<file path="config.mk">
export PLATFORM = sky130hd
export DESIGN_NAME = spi_ram_bridge
export DESIGN_NICKNAME = d
export VERILOG_FILES = /design/src/spi_bridge_pkg.sv /design/src/spi_slave.sv /design/src/word_packer.sv /design/src/word_store.sv /design/src/spi_ram_bridge.sv
export SDC_FILE = /design/constraint.sdc
export NUM_CORES = 2
export LEC_CHECK = 0
export BUFFER_PORTS_ARGS = -buffer_cell sky130_fd_sc_hd__buf_2
export CORE_UTILIZATION = 45
export CTS_CLUSTER_SIZE = 20
export DETAILED_ROUTE_END_ITERATION = 12
export PLACE_DENSITY = 0.68
export RECOVER_POWER = 25
export SKIP_CTS_REPAIR_TIMING = 1
export SLEW_MARGIN = 20
export SYNTH_ARGS = -nofsm -noshare
export SYNTH_HDL_FRONTEND = slang
export SYNTH_SLANG_ARGS = --single-unit
</file>
<file path="constraint.sdc">
create_clock -name clk -period 5.3 [get_ports clk]
set_input_delay 0.795 -clock clk [delete_from_list [all_inputs] [get_ports clk]]
set_output_delay 0.795 -clock clk [all_outputs]
set_load 0.02 [all_outputs]
</file>
<file path="src/spi_bridge_pkg.sv">
`default_nettype none

package spi_bridge_pkg;

  localparam int WORD_BITS = 16;                   // memory word width

  // region byte, top eight bits of the host address
  localparam logic [7:0] REGION_MEM  = 8'h00;      // word memory
  localparam logic [7:0] REGION_CTRL = 8'hFF;      // 8-bit control register

  // first byte of every host transaction
  localparam logic [7:0] CMD_WRITE = 8'h00;
  localparam logic [7:0] CMD_READ  = 8'h01;

  // memory view: region, word index, byte within word
  typedef struct packed {
    logic [7:0]  region;
    logic [22:0] index;                            // 16-bit word index
    logic        bsel;                             // 0 = high byte, 1 = low byte
  } mem_view_t;

  // control view: region and a don't-care offset
  typedef struct packed {
    logic [7:0]  region;
    logic [23:0] offset;                           // not decoded
  } ctrl_view_t;

  typedef union packed {
    mem_view_t  mem;
    ctrl_view_t ctrl;
  } spi_addr_t;

endpackage

`default_nettype wire

</file>
<file path="src/spi_slave.sv">
`timescale 1ns/1ps
`default_nettype none

module spi_slave
(
  input  wire                       clk,
  input  wire                       rst_n,
  input  wire                       csn,
  input  wire                       sclk,
  input  wire                       mosi,
  output logic                      miso,
  input  wire  [7:0]                byte_in,     // next read byte from the packer
  output logic [7:0]                byte_out,    // last received data byte
  output spi_bridge_pkg::spi_addr_t addr,
  output logic                      wr_byte,
  output logic                      rd_byte
);

  localparam logic [2:0] ST_CMD  = 3'd0;         // waiting for command byte
  localparam logic [2:0] ST_ADDR = 3'd1;         // four address bytes msb first
  localparam logic [2:0] ST_WR   = 3'd2;         // write data bytes
  localparam logic [2:0] ST_RD   = 3'd3;         // read data bytes
  localparam logic [2:0] ST_SKIP = 3'd4;         // unknown command idles until csn

  logic [1:0]  csn_sync;
  logic [2:0]  sclk_sync;                        // third flop for edge detect
  logic [1:0]  mosi_sync;
  logic        cs_active;
  logic        sclk_rise;
  logic        sclk_fall;
  logic [2:0]  state;
  logic [2:0]  bit_cnt;                          // rises within current byte
  logic [1:0]  addr_cnt;                         // address bytes received
  logic        read_mode;
  logic [7:0]  shift_in;
  logic [7:0]  rx_byte;
  logic        byte_done;
  logic [7:0]  shift_out;
  logic [31:0] addr_q;

  // two-flop synchronizers on the pins
  always_ff @(posedge clk)
  begin
    if (!rst_n)
    begin
      csn_sync  <= 2'b11;                        // deselected
      sclk_sync <= 3'b000;                       // mode 0 idle low
      mosi_sync <= 2'b00;
    end
    else
    begin
      csn_sync  <= {csn_sync[0], csn};
      sclk_sync <= {sclk_sync[1:0], sclk};
      mosi_sync <= {mosi_sync[0], mosi};
    end
  end

  assign cs_active = ~csn_sync[1];
  assign sclk_rise = cs_active & sclk_sync[1] & ~sclk_sync[2];
  assign sclk_fall = cs_active & ~sclk_sync[1] & sclk_sync[2];
  assign rx_byte   = {shift_in[6:0], mosi_sync[1]};  // byte incl. bit on this rise
  assign byte_done = sclk_rise & (bit_cnt == 3'd7);

  // mosi sampled msb first on rising sclk
  always_ff @(posedge clk)
  begin
    if (sclk_rise)
      shift_in <= rx_byte;
    if (byte_done && state == ST_WR)
      byte_out <= rx_byte;                       // held through wr_byte
  end

  // command / address / data FSM
  always_ff @(posedge clk)
  begin
    if (!rst_n)
    begin
      state     <= ST_CMD;
      bit_cnt   <= 3'd0;
      addr_cnt  <= 2'd0;
      read_mode <= 1'b0;
      addr_q    <= 32'd0;
      wr_byte   <= 1'b0;
      rd_byte   <= 1'b0;
    end
    else if (!cs_active)
    begin
      state    <= ST_CMD;                        // csn high aborts
      bit_cnt  <= 3'd0;
      addr_cnt <= 2'd0;
      wr_byte  <= 1'b0;
      rd_byte  <= 1'b0;
    end
    else
    begin
      wr_byte <= 1'b0;
      rd_byte <= 1'b0;
      if (wr_byte)
        addr_q <= addr_q + 32'd1;                // advance after the write strobe
      if (sclk_rise)
        bit_cnt <= bit_cnt + 3'd1;               // wraps every byte
      if (byte_done)
      begin
        case (state)
          ST_CMD:
          begin
            addr_cnt <= 2'd0;
            if (rx_byte == spi_bridge_pkg::CMD_READ)
            begin
              read_mode <= 1'b1;
              state     <= ST_ADDR;
            end
            else if (rx_byte == spi_bridge_pkg::CMD_WRITE)
            begin
              read_mode <= 1'b0;
              state     <= ST_ADDR;
            end
            else
              state <= ST_SKIP;
          end
          ST_ADDR:
          begin
            addr_q   <= {addr_q[23:0], rx_byte};
            addr_cnt <= addr_cnt + 2'd1;
            if (addr_cnt == 2'd3)
            begin
              state   <= read_mode ? ST_RD : ST_WR;
              rd_byte <= read_mode;              // prefetch first read byte
            end
          end
          ST_WR:
            wr_byte <= 1'b1;
          ST_RD:
          begin
            addr_q  <= addr_q + 32'd1;           // byte just went out
            rd_byte <= 1'b1;                     // fetch the next one
          end
          default:
            state <= state;
        endcase
      end
    end
  end

  // miso shifts on falling sclk; new byte loads on the first fall of a byte
  always_ff @(posedge clk)
  begin
    if (!rst_n || !cs_active)
      shift_out <= 8'h00;
    else if (sclk_fall && state == ST_RD)
      shift_out <= (bit_cnt == 3'd0) ? byte_in : {shift_out[6:0], 1'b0};
  end

  assign miso = shift_out[7];
  assign addr = addr_q;

  a_strobe_excl: assert property (@(posedge clk) disable iff (!rst_n)
    !(wr_byte && read_mode) && !(rd_byte && !read_mode));  // strobes follow the command

endmodule

`default_nettype wire

</file>
<file path="src/word_packer.sv">
`timescale 1ns/1ps
`default_nettype none

module word_packer
#(
  parameter int DEPTH_BITS = 8
)
(
  input  wire                                    clk,
  input  wire                                    rst_n,
  input  wire spi_bridge_pkg::spi_addr_t         addr,
  input  wire                                    wr_byte,
  input  wire                                    rd_byte,
  input  wire  [7:0]                             byte_out,
  output logic [7:0]                             byte_in,
  output logic                                   mem_wr,
  output logic                                   mem_rd,
  output logic [DEPTH_BITS-1:0]                  mem_index,
  output logic [spi_bridge_pkg::WORD_BITS-1:0]   mem_wdata,
  input  wire  [spi_bridge_pkg::WORD_BITS-1:0]   mem_rdata,
  output logic [7:0]                             ctrl
);

  localparam int WB = spi_bridge_pkg::WORD_BITS;

  logic                  in_mem;
  logic                  in_ctrl;
  logic                  odd_wr;                 // low byte of a memory word
  logic [7:0]            stage_hi;
  logic [7:0]            stage_lo;
  logic [DEPTH_BITS-1:0] wr_index;               // index of the pending word
  logic [DEPTH_BITS-1:0] rd_index;

  // one address word read through both views
  assign in_mem   = (addr.mem.region == spi_bridge_pkg::REGION_MEM);
  assign in_ctrl  = (addr.ctrl.region == spi_bridge_pkg::REGION_CTRL);
  assign odd_wr   = wr_byte & in_mem & addr.mem.bsel;
  assign rd_index = addr.mem.index[DEPTH_BITS-1:0];

  // big-endian two-byte staging
  always_ff @(posedge clk)
  begin
    if (wr_byte && in_mem)
    begin
      if (addr.mem.bsel)
        stage_lo <= byte_out;
      else
        stage_hi <= byte_out;
    end
    if (odd_wr)
      wr_index <= rd_index;                      // addr moves on before mem_wr
  end

  assign mem_wdata = {stage_hi, stage_lo};

  always_ff @(posedge clk)
  begin
    if (!rst_n)
    begin
      mem_wr <= 1'b0;
      ctrl   <= 8'h00;
    end
    else
    begin
      mem_wr <= odd_wr;                          // only a completed pair is stored
      if (wr_byte && in_ctrl)
        ctrl <= byte_out;
    end
  end

  assign mem_rd    = rd_byte & in_mem;           // same cycle as the request
  assign mem_index = mem_wr ? wr_index : rd_index;

  // read byte select with other regions reading zero
  always_comb
  begin
    if (in_mem)
      byte_in = addr.mem.bsel ? mem_rdata[7:0] : mem_rdata[WB-1 -: 8];
    else if (in_ctrl)
      byte_in = ctrl;
    else
      byte_in = 8'h00;
  end

  a_pair_write: assert property (@(posedge clk) disable iff (!rst_n)
    odd_wr |=> mem_wr && (mem_index == $past(rd_index))
               && (mem_wdata[7:0] == $past(byte_out)));  // odd byte closes the word

endmodule

`default_nettype wire

</file>
<file path="src/word_store.sv">
`timescale 1ns/1ps
`default_nettype none

module word_store
#(
  parameter int DEPTH_BITS = 8
)
(
  input  wire                                    clk,
  input  wire                                    rst_n,
  input  wire                                    mem_wr,
  input  wire                                    mem_rd,
  input  wire  [DEPTH_BITS-1:0]                  mem_index,
  input  wire  [spi_bridge_pkg::WORD_BITS-1:0]   mem_wdata,
  output logic [spi_bridge_pkg::WORD_BITS-1:0]   mem_rdata
);

  localparam int WB    = spi_bridge_pkg::WORD_BITS;
  localparam int WORDS = 1 << DEPTH_BITS;

  logic [WB-1:0] words [0:WORDS-1];
  logic [WB-1:0] rd_stage;                       // first read stage
  logic          rd_pend;                        // read in flight

  // write port and two-stage read path
  always_ff @(posedge clk)
  begin
    if (mem_wr)
      words[mem_index] <= mem_wdata;
    if (mem_rd)
      rd_stage <= words[mem_index];
    if (rd_pend)
      mem_rdata <= rd_stage;                     // held until next read
  end

  always_ff @(posedge clk)
  begin
    if (!rst_n)
      rd_pend <= 1'b0;
    else
      rd_pend <= mem_rd;
  end

  // packer keeps reads and writes in separate cycles
  a_no_rw: assert property (@(posedge clk) disable iff (!rst_n)
    !(mem_wr && mem_rd));

endmodule

`default_nettype wire

</file>
<file path="src/spi_ram_bridge.sv">
`timescale 1ns/1ps
`default_nettype none

module spi_ram_bridge
#(
  parameter int DEPTH_BITS = 8                   // implemented word-index bits
)
(
  input  wire       clk,
  input  wire       rst_n,
  input  wire       csn,
  input  wire       sclk,
  input  wire       mosi,
  output wire       miso,
  output wire [7:0] ctrl
);

  spi_bridge_pkg::spi_addr_t                addr;
  wire                                      wr_byte;
  wire                                      rd_byte;
  wire [7:0]                                byte_out;   // host to fabric
  wire [7:0]                                byte_in;    // fabric to host
  wire                                      mem_wr;
  wire                                      mem_rd;
  wire [DEPTH_BITS-1:0]                     mem_index;
  wire [spi_bridge_pkg::WORD_BITS-1:0]      mem_wdata;
  wire [spi_bridge_pkg::WORD_BITS-1:0]      mem_rdata;

  spi_slave spi_slave_i
  (
    .clk      (clk),
    .rst_n    (rst_n),
    .csn      (csn),
    .sclk     (sclk),
    .mosi     (mosi),
    .miso     (miso),
    .byte_in  (byte_in),
    .byte_out (byte_out),
    .addr     (addr),
    .wr_byte  (wr_byte),
    .rd_byte  (rd_byte)
  );

  word_packer #(.DEPTH_BITS(DEPTH_BITS)) word_packer_i
  (
    .clk       (clk),
    .rst_n     (rst_n),
    .addr      (addr),
    .wr_byte   (wr_byte),
    .rd_byte   (rd_byte),
    .byte_out  (byte_out),
    .byte_in   (byte_in),
    .mem_wr    (mem_wr),
    .mem_rd    (mem_rd),
    .mem_index (mem_index),
    .mem_wdata (mem_wdata),
    .mem_rdata (mem_rdata),
    .ctrl      (ctrl)
  );

  word_store #(.DEPTH_BITS(DEPTH_BITS)) word_store_i
  (
    .clk       (clk),
    .rst_n     (rst_n),
    .mem_wr    (mem_wr),
    .mem_rd    (mem_rd),
    .mem_index (mem_index),
    .mem_wdata (mem_wdata),
    .mem_rdata (mem_rdata)
  );

endmodule

`default_nettype wire

</file>
==> run metrics <==
number of port buffers 13; area of the multi-input gates 33920 sq um; violated checks max-capacitance violations, max-slew violations; Compound-Gate Fraction of Synth Area 4.550%; register area share after synthesis 77.88%; Hold/Removal Path Class in -> reg; Layout Area Growth over Synthesis 14.05%; Starting Density 45.22%; type of origin of the critical path flop; number of fill cells 27583; hold path start csn; crit-path cells buf_4, mux2_8, buf_4, mux4_2, nand2_1, nand4_1, a2111oi_1, buf_4, o22ai_1, or4_1; post-synthesis adder-cell area fraction 0.03852%; Hold Vio Cnt, Final 0; DR vias/cell 6.235; # IOs 14; Synth Flop Type edfxtp_1; post-synthesis xor/xnor area fraction 0.06471%; Leakage 0.05631 uW; H-tree levels 5; Worst slew margin -216.2%; slowest stage delay, CP 1.04 ns; RD Place Congestion 0.9039; Final Net Count 8738; FP Rows 220; clk slew on worst S/H paths 0.07 ns; Num CTS Buffers 405; die area 363400 sq um; Longest Clk Path Bufs 4; mux contribution to synthesized area 13.68%; crit path DAT 5.67 ns; Final Core Density 51.57%; period utilization 94.19%; GRT overflow 0; Initial DRC Count 13469; Crit-path slowest cell a2111oi_1; skew final 0.06344 ns; worst-skew pair later-pin latency 0.98 ns; DRC Markers 0; maximum number of pins on one net before global-route repair 193; simple logic cell fraction of the synthesized area 2.290%; DR pass1 iterations 9; Worst Path Required 5.98 ns; WL per Instance 32.12 um; synthesized instance count 8135; synth warn 0; core area 359200 sq um; routed wire length 445100 um; initial antenna violation count 22; setup TNS 0 ns; Setup violations, final 0; placed cell areas 172300 sq um; outcome finished, violations left; Slew @ Worst Pin 4.743 ns; maximum clock rate 200.3 MHz; vias in the first global route 84263; DRT antenna net count 0; Async S/R FF share, synth 0%; layout cells sized above 1 21.45%; WHS 0.01212 ns; Net Count, Synth 8145; Pwr Density 350.0 nW/um^2; Die Ht 602.8 um; number of synthesized flops with an enable pin 4167; Reg-to-Reg Start spi_slave_i.addr[1]$_SDFFE_PN0N_; Post-Layout Inst Area 185200 sq um; post-synth cell types 64; Clock Sink Count 4235; max-capacitance violation count 29; Crit. Startpoint spi_slave_i.addr[1]$_SDFFE_PN0N_; most frequent cell on the critical path buf_4; final critical-path required period 4.992 ns; Yosys reg bits 4235; mean post-synth cell area 19.97 sq um; Final HPWL DP 267600 um; GR Util All Layers 23.99%; DIE WIDTH 602.8 um; RSZ-0062 raised after global routing no; Design Power 64830 uW; Max Slew Vio Count 2633; synthesized area 162400 sq um; first-pass GRT wire length 626300 um; via count 86380; IR drop worst, VDD 0.2816 mV; Setup CP Type reg -> reg; Worst Setup End Kind flop; largest family of logic cells by synthesized area multiplexers; critical-path maximum fanout 34; CTS tree built; Reg area 126500 sq um; CTS root buffer clkbuf_16
[layout by cell type (no fill, tap or decap), drive strengths merged, types with 185 or more instances in the layout]
master / instances
a22oi: 195
edfxtp: 4167
clkinv: 185
mux4: 622
clkbuf: 517
buf: 648
o22ai: 404
mux2i: 817
nor2: 323
nand2: 336
[cells in the mapped netlist (9+ instances only)]
library cell | instances | area (sq um)
a2111oi_0 | 10 | 87.58
a211oi_1 | 11 | 82.58
a21boi_0 | 16 | 120.1
a21oi_1 | 164 | 820.8
a22oi_1 | 195 | 1464
a41oi_1 | 66 | 578.1
and2_1 | 21 | 131.4
and3_1 | 14 | 87.58
buf_1 | 55 | 206.5
buf_2 | 133 | 665.6
buf_4 | 34 | 255.2
buf_6 | 35 | 394.1
clkbuf_1 | 236 | 885.9
dfxtp_1 | 68 | 1361
edfxtp_1 | 4167 | 125100
mux2i_1 | 817 | 8178
mux4_2 | 622 | 14010
nand2_1 | 336 | 1261
nand3_1 | 34 | 170.2
nand4_1 | 25 | 156.4
nor2_1 | 323 | 1212
nor3_1 | 11 | 55.05
nor3b_1 | 9 | 67.56
nor4_1 | 28 | 175.2
o21ai_0 | 44 | 220.2
o22ai_1 | 404 | 2527
o41ai_1 | 96 | 840.8
or4_1 | 18 | 135.1
xnor2_1 | 10 | 87.58
[kinds of logic (layout without fill, tap and decap cells)]
group	after synthesis	after routing
compound gates	1083	1083
flops	4235	4235
xor+xnor	12	12
fa+ha+maj	5	5
simple gates	857	857
mux	1441	1441
buf+inv	502	1424
other cells	0	25
[area by class of cell]
class                           count  share of cell area [%]
Tap cell                         4773                   3.224
Multi-Input combinational cell   3398                   18.31
Sequential cell                  4235                   68.28
Antenna cell                       25                 0.03377
Clock inverter                    250                   1.319
Clock buffer                      486                   5.715
Timing Repair Buffer              679                   3.093
Inverter                            9                 0.01824
[power breakdown]
group / internal (uW) / leakage (uW) / switching [uW]
Clock: 16200 / 0.00635 / 12400
Combinational: 8.10 / 0.0107 / 19.5
Sequential: 36200 / 0.0392 / 3.12
Total: 52400 / 0.0563 / 12400
[flip-flops by register name, summed over array words and instances, names as in the netlist, 2 cells and up]
| signal | count |
|---|---|
| spi_slave_i.addr | 32 |
| spi_slave_i.addr_cnt | 2 |
| spi_slave_i.bit_cnt | 3 |
| spi_slave_i.byte_out | 8 |
| spi_slave_i.csn_sync | 2 |
| spi_slave_i.mosi_sync | 2 |
| spi_slave_i.sclk_sync | 3 |
| spi_slave_i.shift_in | 7 |
| spi_slave_i.shift_out | 8 |
| spi_slave_i.state | 3 |
| word_packer_i.ctrl | 8 |
| word_packer_i.stage_hi | 8 |
| word_packer_i.stage_lo | 8 |
| word_packer_i.wr_index | 8 |
| word_store_i.mem_rdata | 16 |
| word_store_i.rd_stage | 16 |
| word_store_i.words | 4096 |
[path summary, 6_finish.rpt]
kind / endpoint / slack [ns] / depth (start not counted)
worst max-delay path: word_store_i.rd_stage[10]$_DFFE_PP_ / 0.31 / 10
worst min-delay path: spi_slave_i.csn_sync[0]$_SDFF_PN1_ / 0.01 / 2
worst max register to register: word_store_i.rd_stage[10]$_DFFE_PP_ / 0.31 / 10
worst min register to register: spi_slave_i.csn_sync[1]$_SDFF_PN1_ / 0.42 / 1
[worst max-delay path: cells and delay by family, from the launching register on]
family,cells,cell delay [ns]
AOI/OAI and AO/OA,2,1.25
buffers and inverters,3,1.05
and+or+nand+nor,3,0.83
muxes,2,1.18
DFF,1,0.32
[per-stage QoR]
| stage | std cells | setup WS [ns] |
|---|---|---|
| 3_5_place_dp | 13093 | 0.3691 |
| 4_1_cts | 13829 | 0.3106 |
| 3_3_place_gp | 13092 | 0.3622 |
| 5_1_grt | 13841 | 0.1842 |
| 2_1_floorplan | 8135 | 0.9859 |
| 6_report | 13855 | 0.3081 |
[layer usage]
layer  GRT usage, %  wire length, um
met1          32.96           169200
met2          37.31           205700
met3          5.274            49440
met4          9.873            20710
met5              0               39
No activity file was read; power rests on OpenSTA's default activity.
